## src/lane_config_pkg.sv

```systemverilog
// Lane configuration constants, imported by the buffers, the arbiter, the router and the top level
`default_nettype none

package lane_config_pkg;

    // ------------------------------
    // Engine ports
    // ------------------------------
    localparam int NUM_ENGINES = 4;
    localparam int ENGINE_ID_W = 2;

    // ------------------------------
    // Request and response buffers
    // ------------------------------
    localparam int FIFO_DEPTH       = 16;
    localparam int FIFO_PROG_THRESH = 12;

    // Pointer and fill count widths
    localparam int FIFO_PTR_W   = $clog2(FIFO_DEPTH);
    localparam int FIFO_COUNT_W = $clog2(FIFO_DEPTH + 1);

endpackage : lane_config_pkg

`default_nettype wire
```

## src/lane_packet_pkg.sv

```systemverilog
// Memory packet formats exchanged between engines, the lane buffers and the memory port
`default_nettype none

package lane_packet_pkg;

    import lane_config_pkg::*;

    // ------------------------------
    // Field types
    // ------------------------------
    typedef logic [ENGINE_ID_W-1:0] engine_id_t;
    typedef logic [31:0]            mem_addr_t;
    typedef logic [31:0]            mem_data_t;

    // ------------------------------
    // Packets
    // ------------------------------
    // Request toward memory, 67 bits
    typedef struct packed {
        engine_id_t engine_id;
        mem_addr_t  addr;
        logic       write;
        mem_data_t  data;
    } mem_request_t;

    // Response from memory, 34 bits
    // engine_id selects the engine that gets the data
    typedef struct packed {
        engine_id_t engine_id;
        mem_data_t  data;
    } mem_response_t;

endpackage : lane_packet_pkg

`default_nettype wire

```

## src/lane_response_router.sv

```systemverilog
// Router that drains the response buffer and hands each response to the engine it names
`timescale 1ns/100ps
`default_nettype none

module lane_response_router (
    input  logic                                    ap_clk,
    input  logic                                    areset_lane_template,
    input  logic                                    buffer_empty_i,
    input  lane_packet_pkg::mem_response_t          head_i,
    input  logic [lane_config_pkg::NUM_ENGINES-1:0] eng_ready_i,
    output logic                                    pop_o,
    output logic [lane_config_pkg::NUM_ENGINES-1:0] resp_valid_o,
    output lane_packet_pkg::mem_data_t              resp_data_o
);

    import lane_config_pkg::*;
    import lane_packet_pkg::*;

    logic [NUM_ENGINES-1:0] head_onehot;
    logic                   head_ready;

    // ------------------------------
    // Head decode
    // ------------------------------
    always_comb begin
        head_onehot                   = '0;
        head_onehot[head_i.engine_id] = 1'b1;
    end

    // Only the target engine's ready counts
    assign head_ready = |(head_onehot & eng_ready_i);

    // A blocked head holds back every response behind it
    assign pop_o = ~buffer_empty_i & head_ready;

    // ------------------------------
    // Output register
    // ------------------------------
    always_ff @(posedge ap_clk) begin
        if (areset_lane_template) begin
            resp_valid_o <= '0;
        end else if (pop_o) begin
            resp_valid_o <= head_onehot;
        end else begin
            resp_valid_o <= '0;
        end
    end

    // Data word shared by all engines
    always_ff @(posedge ap_clk) begin
        if (pop_o) begin
            resp_data_o <= head_i.data;
        end
    end

endmodule : lane_response_router

`default_nettype wire

```

## config.mk

```make
export PLATFORM = sky130hd
export DESIGN_NAME = lane_response_router
export DESIGN_NICKNAME = d
export VERILOG_FILES = /design/src/lane_config_pkg.sv /design/src/lane_packet_pkg.sv /design/src/lane_response_router.sv
export SDC_FILE = /design/constraint.sdc
export NUM_CORES = 1
export LEC_CHECK = 0
export ABC_AREA = 1
export BUFFER_PORTS_ARGS = -buffer_cell sky130_fd_sc_hd__buf_4
export CORE_UTILIZATION = 30
export DETAILED_ROUTE_END_ITERATION = 8
export PLACE_DENSITY = 0.64
export SETUP_SLACK_MARGIN = 0.4
export SLEW_MARGIN = 10
export SYNTH_ARGS = -nofsm -noshare
export SYNTH_HDL_FRONTEND = slang
export SYNTH_SLANG_ARGS = --single-unit
```

## constraint.sdc

```tcl
create_clock -name ap_clk -period 2.7 [get_ports ap_clk]
set_input_delay 0.27 -clock ap_clk [delete_from_list [all_inputs] [get_ports ap_clk]]
set_output_delay 0.27 -clock ap_clk [all_outputs]
set_load 0.1 [all_outputs]
```

# --- Word level (Yosys, flattened, before mapping) ---
# Cells that the tools add are included.
word_totals:
  word_cells: 13
  inputBits: 41
  regBits: 36
  output_inout_bits: 37
op_classes:
  order_cmp: 2
  reduce_logical: 3
  bitwise_logic: 4
  muxes: 2
ops:
  columns: ["cell", "count"]
  rows:
  - ["$and 4x4->4", 1]
  - ["$reduce_or 4->1", 1]
  - ["$lt 2x3->1 const B", 1]
  - ["$demux 1 s2", 1]
  - ["$ge 2x1->1 const B", 1]
  - ["$not 1->1", 2]
  - ["$reduce_or 2->1", 1]
  - ["$and 1x1->1", 1]
  - ["$logic_and 1x1->1", 1]
  - ["$mux 1", 1]

# --- Depth between registers and ports, before layout ---
logic_depth:
  ltp_word: 9
  depth_mapped: 7
  mapped_depth_nobuf: 7

# --- Least setup slack after synthesis ---
# OpenSTA, ideal clock, no wires.
synth_path:
  path_type: "input -> register"
  from: "input port head_i[33] (netlist bit)"
  to: "register resp_data_o[0], enable pin"
  setup_ns: 0.501
  path_stages: 5
  path_buffers: 0
  path_slack_ns: -1.313
  required_time_ns: 2.199
  t_arrival_ns: 3.512
  cell_sequence: "nor2_1 > nand2_1 > nand2_1 > inv_2 > a21oi_1"
synth_between:
  elab_chain_len: 7
  elab_cells_between_ends: 8
  classes_between: "2 x order compare; 2 x mux; 2 x bitwise; 2 x reduce/logical"
synth_rtl:
  columns: ["element", "line", "source"]
  rows:
  - ["start: declaration", "lane_response_router.sv:9", "input lane_packet_pkg::mem_response_t head_i,"]
  - ["$lt 2x3->1 (implied by the code) / $ge 2x1->1 (equally long branches)", "lane_response_router.sv:27", "head_onehot[head_i.engine_id] = 1'b1;"]
  - ["$logic_and 1x1->1 (implied by the code)", "lane_response_router.sv:27", null]
  - ["$mux 1 (implied by the code)", "lane_response_router.sv:27", null]
  - ["$demux 1 s2 (*)", "lane_response_router.sv:27", null]
  - ["$and 4x4->4 (*)", "lane_response_router.sv:31", "assign head_ready = |(head_onehot & eng_ready_i);"]
  - ["$reduce_or 4->1 (*)", "lane_response_router.sv:31", null]
  - ["$and 1x1->1 (*)", "lane_response_router.sv:34", "assign pop_o = ~buffer_empty_i & head_ready;"]
  - ["via pop_o", "lane_response_router.sv:11", "output logic pop_o,"]
  - ["end signal: assignment", "lane_response_router.sv:52", "resp_data_o <= head_i.data;"]
  - ["end: declaration", "lane_response_router.sv:13", "output lane_packet_pkg::mem_data_t resp_data_o"]
# The timed path passes the listed nets; every way through them passes the cells marked *.
# A chain may end at the register's enable or synchronous reset.

# --- Final worst setup path ---
layout_path:
  from: "input port head_i[33] (netlist bit)"
  to: "output port pop_o"
layout_between:
  elab_chain_len: 7
  elab_cells_between_ends: 8
  classes_between: "2 x order compare; 2 x mux; 2 x bitwise; 2 x reduce/logical"
layout_rtl:
  columns: ["element", "line"]
  rows:
  - ["$lt 2x3->1 (implied by the code) / $ge 2x1->1 (equally long branches)", "lane_response_router.sv:27"]
  - ["$logic_and 1x1->1 (implied by the code)", "lane_response_router.sv:27"]
  - ["$mux 1 (implied by the code)", "lane_response_router.sv:27"]
  - ["$demux 1 s2 (*)", "lane_response_router.sv:27"]
  - ["$and 4x4->4 (*)", "lane_response_router.sv:31"]
  - ["$reduce_or 4->1 (*)", "lane_response_router.sv:31"]
  - ["$and 1x1->1 (*)", "lane_response_router.sv:34"]
  - ["end: declaration", "lane_response_router.sv:11"]
# Every way passes the cells marked *; elsewhere a longest branch is shown, timed or not.

==> qor.txt <==
CP Launch Type: primary input
clock root buffer: clkbuf_8
Syn Area/Cell: 19.1 um2
pre-CTS setup slack: 1.01 ns
Fmax achieved: 0.634 GHz
first-pass GRT wire length: 3270 um
final wirelength: 2140 um
via density per instance: 4.02
number of gates resized after CTS: 0
setup ws final: 1.12 ns
worst rel slew slack: 78.8%
# IOs: 78
crit path time final: 1.58 ns
maximum vdd drop: 0.000395 V
synth warn: 0
post-route ant nets: 0
Die H: 63.8 um
largest net degree at the start of global routing: 27
post-synthesis instance total: 60
drt pass-1 iters: 2
Clk network pwr share: 22.9%
outcome: completed
Clock Pin Slew Worst Setup and Hold Paths: 0.06 ns
Synth cell types: 11
Crit path required time: 2.43 ns
NetSw: 0.535 mW
Hold Path Stages: 1
Final Setup Violations: 0
Initial Utilization: 31.3%
post-CTS setup buffer count: 0
CTS tree: built
GRT overflow: 0
Worst Setup EP: pop_o
Slew Viols, Final: 0
TritonCTS Buffers: 5
CP Capture Type: output pin
critical path class: primary input to output pin
Syn Std Cell Area: 1140 um2
Finished Cell Area: 1880 um2
Sequential Power Share: 45.7%
Post-synth top cells: edfxtp_1 (32), nand2_1 (6), nor2_1 (5)
Synth area leader: edfxtp_1
worst setup path start: head_i[33]
vias in the first global route: 760
Async S/R FF share, synth: 0%
Synth Register Bits: 36
Die Area: 4070 um2
routed vias: 776
PwrDens: 778 nW/um2
layout cell share with drive strength beyond 1: 61.4%
clk buf depth: 2
clk sink count: 36
RSZ-0062 raised after global routing: false
total global-route track usage: 11.0%
drt wl/cell: 11.1 um
worst-path maximum fanout: 8
H-tree depth: 2
arrival time worst endpoint: 1.31 ns
floorplan row count: 22
Post-synth top flop: edfxtp_1
Die Width: 63.8 um
GP Congestion: 0.633
nets: 186
DRC: 0
setup tns final: 0 ns
area share of the largest cell type after synthesis: 83.9%
endpoints failing hold: 0
DR iter-0 viols: 5
Layout Area Growth over Synthesis: 64.2%
Core Box Area: 3660 um2
Switching Share: 36.6%
fin crit share: 58.4%
area after detailed placement: 1800 um2
synth top area cells: edfxtp_1 (84%), dfxtp_1 (7.0%), nand2_1 (2.0%)
fraction of the yosys area taken by sequential cells: 90.9%
diode count: 0
dpl hpwl: 1670 um
fill cell count: 327
min-delay worst type: primary input to flop
Pleak: 0.814 nW
Int Pwr: 0.927 mW
CTS Hold Bufs: 0
Port Buffers: 77
Post-synth EDFFs: 32
most common cell in the netlist: edfxtp_1
syn nets: 101
worst slew pin tran: 0.317 ns
Max-cap violations: 0
initial antenna violation count: 0
Final Util: 51.3%
combinational fraction of design power: 31.4%
-- registers in the layout, summed over array words and instances, names as in the netlist --
signal / count
resp_data_o: 32
resp_valid_o: 4
-- layer usage --
metal	share of wire [%]	vias to the layer above	GRT usage, %
li1	-	378	-
met1	34	350	10.8
met2	52	48	18.5
met3	14	0	7.32
met4	0	0	3.41
met5	0	-	0
-- metrics by stage --
stage | std cells | total power [mW] | hold WS, ns
finish | 193 | 1.46 | 0.167
global route | 193 | 1.51 | 0.152
CTS | 193 | 1.48 | 0.158
detailed placement | 186 | 1.14 | 0.449
global placement | 186 | 1.14 | 0.449
floorplan | 60 | 1.02 | 0.369
-- layout make-up --
type	count	area [um2]	area share, %
clock buffer	6	72.6	3.86
clock inverter	1	5.00	0.266
inverter	7	26.3	1.40
multi-input combinational	17	88.8	4.73
sequential	36	1040	55.4
tap	48	60.1	3.20
timing repair buffer	78	586	31.2
-- layout by cell type (no fill, tap or decap) --
cell type / netlist / layout
clkbuf_1: 0 / 1
clkbuf_8: 0 / 5
nor2_1: 5 / 5
nand2_1: 6 / 6
a21oi_4: 0 / 1
clkinv_1: 1 / 1
nand3_2: 1 / 1
clkinv_2: 0 / 1
inv_1: 4 / 4
inv_2: 2 / 2
buf_4: 0 / 78
edfxtp_1: 32 / 32
nand2_2: 1 / 1
dfxtp_1: 4 / 4
nand3_1: 3 / 3
-- power by group through the flow --
stage	Sequential, mW	Combinational [mW]	Clock [mW]
floorplan	0.993	0.0297	0
global placement	0.679	0.458	0
detailed placement	0.680	0.462	0
CTS	0.668	0.462	0.347
global route	0.672	0.470	0.373
finish	0.668	0.459	0.335
-- how the worst min path moves through the flow --
stage          slack, ns        from         endpoint
2_1_floorplan       0.37   head_i[0]   resp_data_o[0]
4_1_cts             0.16  head_i[18]  resp_data_o[18]
6_report            0.17  head_i[18]  resp_data_o[18]
3_3_place_gp        0.45  head_i[18]  resp_data_o[18]
5_1_grt             0.15  head_i[18]  resp_data_o[18]
3_5_place_dp        0.45  head_i[23]  resp_data_o[23]
-- kinds of logic after synthesis --
group	share of synthesized area, %
AO/OA/AOI/OAI	0.437
buffers and inverters	2.29
flip-flops	90.9
AND/OR/NAND/NOR	6.34
-- worst max-delay path, cell delays in order --
cell and delay [ns]:
buf_4 0.13, nor2_1 0.13, nand2_1 0.07, nand2_1 0.07, inv_2 0.05, a21oi_4 0.24
buf_4 0.35
(Power assumes the default switching activity.)
