===== config.mk =====
export PLATFORM = sky130hd
export DESIGN_NAME = lane_sync_fifo
export DESIGN_NICKNAME = d
export VERILOG_FILES = /design/src/lane_config_pkg.sv /design/src/lane_sync_fifo.sv
export SDC_FILE = /design/constraint.sdc
export NUM_CORES = 1
export LEC_CHECK = 0
export BUFFER_PORTS_ARGS = -buffer_cell sky130_fd_sc_hd__buf_2
export CORE_ASPECT_RATIO = 0.6
export CORE_MARGIN = 2
export CORE_UTILIZATION = 50
export DETAILED_ROUTE_END_ITERATION = 8
export PLACE_DENSITY = 0.73
export SLEW_MARGIN = 30
export SYNTH_ARGS = -nofsm -noshare
export SYNTH_HDL_FRONTEND = slang
export SYNTH_SLANG_ARGS = --single-unit

===== constraint.sdc =====
create_clock -name ap_clk -period 7.9 [get_ports ap_clk]
set_input_delay 0.395 -clock ap_clk [delete_from_list [all_inputs] [get_ports ap_clk]]
set_output_delay 0.395 -clock ap_clk [all_outputs]
set_load 0.05 [all_outputs]

===== src/lane_config_pkg.sv =====
// Lane configuration constants, imported by the buffers, the arbiter, the router and the top level
`default_nettype none

package lane_config_pkg;

    // ------------------------------
    // Engine ports
    // ------------------------------
    localparam int NUM_ENGINES = 4;
    localparam int ENGINE_ID_W = 2;

    // ------------------------------
    // Request and response buffers
    // ------------------------------
    localparam int FIFO_DEPTH       = 16;
    localparam int FIFO_PROG_THRESH = 12;

    // Pointer and fill count widths
    localparam int FIFO_PTR_W   = $clog2(FIFO_DEPTH);
    localparam int FIFO_COUNT_W = $clog2(FIFO_DEPTH + 1);

endpackage : lane_config_pkg

`default_nettype wire

===== src/lane_sync_fifo.sv =====
// Show-ahead synchronous FIFO, instantiated once for request packets and once for responses
`timescale 1ns/100ps
`default_nettype none

module lane_sync_fifo #(
    parameter type payload_t = logic [31:0]
) (
    input  logic     ap_clk,
    input  logic     areset_lane_template,
    input  logic     push_i,
    input  payload_t data_i,
    input  logic     pop_i,
    output payload_t data_o,
    output logic     empty_o,
    output logic     almost_full_o
);

    import lane_config_pkg::*;

    // ------------------------------
    // Storage and pointers
    // ------------------------------
    payload_t mem [FIFO_DEPTH-1:0];

    logic [FIFO_PTR_W-1:0]   wr_ptr;
    logic [FIFO_PTR_W-1:0]   rd_ptr;
    logic [FIFO_COUNT_W-1:0] count;

    logic full;
    logic push_ok;
    logic pop_ok;

    assign full    = (count == FIFO_COUNT_W'(FIFO_DEPTH));
    assign push_ok = push_i & ~full;
    // Popping an empty buffer is ignored
    assign pop_ok  = pop_i & ~empty_o;

    // ------------------------------
    // Write side
    // ------------------------------
    always_ff @(posedge ap_clk) begin
        if (push_ok) begin
            mem[wr_ptr] <= data_i;
        end
    end

    always_ff @(posedge ap_clk) begin
        if (areset_lane_template) begin
            wr_ptr <= '0;
        end else if (push_ok) begin
            if (wr_ptr == FIFO_PTR_W'(FIFO_DEPTH - 1)) begin
                wr_ptr <= '0;
            end else begin
                wr_ptr <= wr_ptr + 1'b1;
            end
        end
    end

    // ------------------------------
    // Read side
    // ------------------------------
    always_ff @(posedge ap_clk) begin
        if (areset_lane_template) begin
            rd_ptr <= '0;
        end else if (pop_ok) begin
            if (rd_ptr == FIFO_PTR_W'(FIFO_DEPTH - 1)) begin
                rd_ptr <= '0;
            end else begin
                rd_ptr <= rd_ptr + 1'b1;
            end
        end
    end

    // Fill count, both strobes in one cycle leave it unchanged
    always_ff @(posedge ap_clk) begin
        if (areset_lane_template) begin
            count <= '0;
        end else begin
            case ({push_ok, pop_ok})
                2'b10:   count <= count + 1'b1;
                2'b01:   count <= count - 1'b1;
                default: count <= count;
            endcase
        end
    end

    // Head word is visible without a read delay
    assign data_o        = mem[rd_ptr];
    assign empty_o       = (count == '0);
    assign almost_full_o = (count >= FIFO_COUNT_W'(FIFO_PROG_THRESH));

endmodule : lane_sync_fifo

`default_nettype wire


* Yosys cells after proc, flatten, opt, wreduce, memory -nomap -nowiden *
Memory sizes are Yosys's and may differ from the RTL's. A register that Yosys moved wholly into a read port is not among the register bits.
Index checks and enable logic that the tools add are counted.

word-level totals
  output and inout bits = 34
  input port bits = 36
  bits in latches = 0
  bits in registers = 13
  word-level logic and storage cells = 27
  ROM bits = 0
  memories kept = 1
  memory bits (writable) = 512

memories
  name  words  width  rd ports  clocked after Yosys merged registers in  wr ports  RTL line              text
  mem   16     32     1         1                                        1         lane_sync_fifo.sv:23  payload_t mem [FIFO_DEPTH-1:0];

operators by class
  equality and inequality tests = 5
  magnitude comparators = 1
  divide/modulo/power cells = 0
  add/subtract/negate cells = 4
  bitwise logic cells = 4
  multipliers = 0
  reduce and logical (&&, ||, !) cells = 2
  multiplexer cells = 7
  shifts and indexed selects = 0

operators by type and width
  operator                                                                              count
  4-bit two-way mux                                                                     4
  5-bit case mux with 2 select lines                                                    1
  4-bit by 1-bit adder with 4-bit output (second input constant)                        2
  4-bit equality test (second input constant)                                           2
  5-bit by 1-bit adder with 5-bit output (second input constant)                        1
  5-bit equality test (second input constant)                                           1
  5-bit by 4-bit greater-or-equal comparator with 1-bit output (second input constant)  1
  5-bit logical NOT                                                                     1
  5-bit by 1-bit subtractor with 5-bit output (second input constant)                   1
  1-bit bitwise AND                                                                     2
  2-bit by 1-bit equality test with 1-bit output (second input constant)                1
  2-bit equality test (second input constant)                                           1
  1-bit two-way mux                                                                     2
  1-bit NOT                                                                             2
  2-bit nonzero test                                                                    1

* Longest topological paths before layout *
  depth in word-level cells = 5
  gate-level depth with buffers = 13
  gate-level depth less buffers = 10

* Worst setup path before layout *
No wires, ideal clock.

  path type = register to register
  from = register count[1]
  to = memory mem[1][0] (netlist bit) (enable)
  clock period less this slack = 4.814 ns
  slack = 3.086 ns
  path buffers = 1
  data arrival time = 4.301 ns
  data required time = 7.387 ns
  cell stages (with the launch flop) = 6
  cell sequence = dfxtp_1 > or4_4 > o21a_4 > inv_2 > buf_6 > nor4b_1

between the ends
  cells in the longest elaborated chain, start to end = 5

ends and longest elaborated chain
  element                                  RTL line              text
  start: declaration                       lane_sync_fifo.sv:27  logic [FIFO_COUNT_W-1:0] count;
  start signal: assignment                 lane_sync_fifo.sv:80  2'b10: count <= count + 1'b1;
  start signal: assignment                 lane_sync_fifo.sv:81  2'b01: count <= count - 1'b1;
  start signal: assignment                 lane_sync_fifo.sv:82  default: count <= count;
  5-bit equality test                      lane_sync_fifo.sv:33  assign full = (count == FIFO_COUNT_W'(FIFO_DEPTH));
  1-bit NOT                                lane_sync_fifo.sv:34  assign push_ok = push_i & ~full;
  1-bit bitwise AND                        lane_sync_fifo.sv:34
  1-bit two-way mux                        lane_sync_fifo.sv:42  if (push_ok) begin
  1-bit two-way mux (not written as such)  lane_sync_fifo.sv:43  mem[wr_ptr] <= data_i;
  end: declaration                         lane_sync_fifo.sv:23

No other way between the ends.

==> out/results.tsv <==
stage	metric	value	unit
die	Top Ports	70	
sta	post-route setup TNS	0	ns
drt	Initial DRC Count	1064	
sta	Tmin final	3.74	ns
grt	vias in the first global route	9677	
sta	actual slew at the worst max-slew pin	0.800	ns
synth	leading area contributor after synthesis	edfxtp_1	
layout	layout cells sized above 1	0.304	
synth	Post-Syn Instances	912	
placement	dpl hpwl	21.1	mm
drt	Routed WL per cell	26.5	um
critical_path	delay of the slowest cell on the worst path	0.85	ns
job	max-cap viol count	0	
synth	ys flop type	edfxtp_1	
sta	Final Hold Viols	0	
synth	top cells by area, synth	edfxtp_1, mux4_2, a22oi_1	
synth	Post-Syn Nets	957	
clock_tree	CTS H-tree depth	2	
critical_path	reg2reg start	count[1]	
min_path	WHS Path Cells	1	
synth	Syn Area/Cell	22.1	sq um
die	die width	263	um
clock_tree	clk root buf	clkbuf_16	
drt	drc violations	0	
critical_path	WP buf/inv	2	
clock_tree	clock buffer depth	3	
pwr	Final Power	6960	uW
synth	Unique masters post-synth	45	
die	initial core utilization	0.512	
clock_tree	clock sink count	529	
critical_path	crit path launch type	flop	
synth	Post-synth EDFFs	512	
critical_path	WP data required	7.51	ns
critical_path	CP cell instances	buf_12, mux4_2, a22oi_1, nand2_1, buf_2	
drt	final WL	41.4	mm
sta	worst-case clock skew	0.0119	ns
clock_tree	clock latency at the later pin of the worst-skew pair	0.56	ns
synth	ys async rst share	0	
critical_path	Levels on crit path	5	
clock_tree	CTS tree	built	
grt	aggregate global-route resource usage	0.199	
die	die footprint	42000	sq um
pwr	maximum vdd ir drop	0.198	mV
die	chip height	159	um
synth	Commonest cells post-synth	edfxtp_1, mux4_2, a22oi_1, nand2_1, clkbuf_1	
layout	nets	1045	
critical_path	r2r worst-path depth	10	
drt	Via density	6.09	
clock_tree	number of gates resized after CTS	0	
clock_tree	Post-CTS Hold Fix Bufs	0	
grt	Top Usage Layer GRT	met2	
min_path	hold_sp	data_i[4]	
die	Core Region	39400	sq um
grt	global-route wire length before repair	62.2	mm
drt	via count	9507	
sta	RSZ-0062 raised after global routing	no	
critical_path	CP arrival	3.35	ns
sta	slew margin rel.	0.467	
grt	initial antenna violation count	3	
grt	gr ovfl total	0	
drt	ANT nets after route	0	
placement	routability cong.	0.705	
sta	max frequency	267	MHz
critical_path	slowest CP cell	dfxtp_4	
sta	Final Hold Slack	0.207	ns
die	row count	56	
clock_tree	Setup Buffers After CTS	0	
sta	fin. max-slew vios	0	
grt	met3 Use GR	0.0388	
min_path	Hold WC Path Type	input pin to flop	
grt	GR met2 Demand/Resource	0.312	
placement	Port-buffer cells	69	
synth	area of the mapped netlist	20100	sq um
outcome	status	complete, no violations	
critical_path	Max Fanout on Critical Path	92	
layout	Area Overhead vs Synth	12.7	%
sta	final setup fails	0	
synth	sequential area share after synthesis	0.780	
synth	share of the synthesized area in the top cell type	0.763	
critical_path	Crit Path Category	flop to output port	
critical_path	endpoint class of the critical path	output port	
clock_tree	clock-pin slew on the worst setup and hold paths	0.07	ns
drt	drt pass-1 iters	5	
sta	fin crit share	0.474	
pwr	LEAKAGE	0.00717	uW
pwr	Pwr Density	307	nW/um^2
synth	Synthesis Warnings	0	
synth	most frequent cell after synthesis	edfxtp_1	
grt	GRT met1 Usage	0.297	
grt	largest net degree at the start of global routing	93	
synth	#FFs+latches synth	529	
critical_path	CP delay by family, top	flip-flops	
clock_tree	CTS Buf Count	46	
layout	Util after Layout	0.577	
[stage by stage]
step / instance area (sq um) / cells / setup WS, ns
after floorplan: 20100 / 912 / 3.09
after global placement: 21200 / 1474 / 4.64
after detailed placement: 21200 / 1474 / 4.60
after CTS: 22700 / 1558 / 4.07
after global routing: 22700 / 1560 / 3.84
final: 22700 / 1560 / 4.16
[layer usage]
metal / up-vias / routed length [um]
met5: - / 13
li1: 4040 / -
met3: 53 / 3050
met4: 2 / 609
met2: 360 / 19800
met1: 5052 / 17900
[report_power, final]
| part | internal (uW) | total, uW | switching [uW] |
|---|---|---|---|
| registers | 3180 | 3290 | 108 |
| logic | 581 | 1420 | 836 |
| clock network | 1290 | 2260 | 972 |
[worst paths after layout]
path / slack (ns) / to
worst min register to register: 0.50 / flop
worst min-delay path: 0.21 / mem[9][4]
worst max register to register: 4.56 / count[4]
worst max-delay path: 4.16 / data_o[4]
[cell usage in the layout, fill, tap and decap left out, types with 2 or more instances in the layout]
cell type and instances:
nor4b_2 4, nand3_1 5, clkbuf_16 47, xor2_1 4, a21oi_1 7, edfxtp_1 512
dfxtp_4 2, ha_1 9, nor3_1 2, nor3b_1 2, clkinv_4 2, buf_4 21
and3_4 3, mux4_2 128, diode_2 2, and4_2 3, nand2_1 45, clkinv_1 10
a221oi_1 2, o211ai_1 2, buf_2 69, mux2i_1 2, bufinv_16 6, a22oi_1 64
nor2b_4 2, clkbuf_1 7, o21ai_0 3, clkinv_2 11, or3b_2 2, nor2_1 9
dfxtp_1 15, and3_2 4, nor2_4 2, inv_1 5
[registers in the layout, summed over array words and instances, names as in the netlist, named ones only]
register  count
mem         512
count         5
rd_ptr        4
wr_ptr        4
[worst register-to-register path: cells and delay by family, from the launching register on]
| family | cells | cell delay [ns] |
|---|---|---|
| adders and majority gates | 2 | 0.60 |
| AOI/OAI and AO/OA | 3 | 0.74 |
| and+or+nand+nor | 3 | 1.15 |
| buffers and inverters | 1 | 0.22 |
| xor gates and xnor gates | 1 | 0.19 |
| DFF | 1 | 0.38 |
[final cells by class]
type / count / area (sq um)
Fill cell: 2829 / 16700
Sequential cell: 529 / 15700
Multi-Input combinational cell: 325 / 4260
Clock buffer: 54 / 1200
Tap cell: 522 / 653
Timing Repair Buffer: 92 / 534
Clock inverter: 30 / 299
Inverter: 6 / 22.5
Antenna cell: 2 / 5.00
[cells by family after synthesis]
kind of cell	share of synthesized area
AOI/OAI and AO/OA	0.0309
xor gates and xnor gates	0.00217
adders and majority gates	0.00559
buffers and inverters	0.0125
DFF	0.780
muxes	0.144
and+or+nand+nor	0.0246
Note: power is estimated with default switching activity, not from simulation.
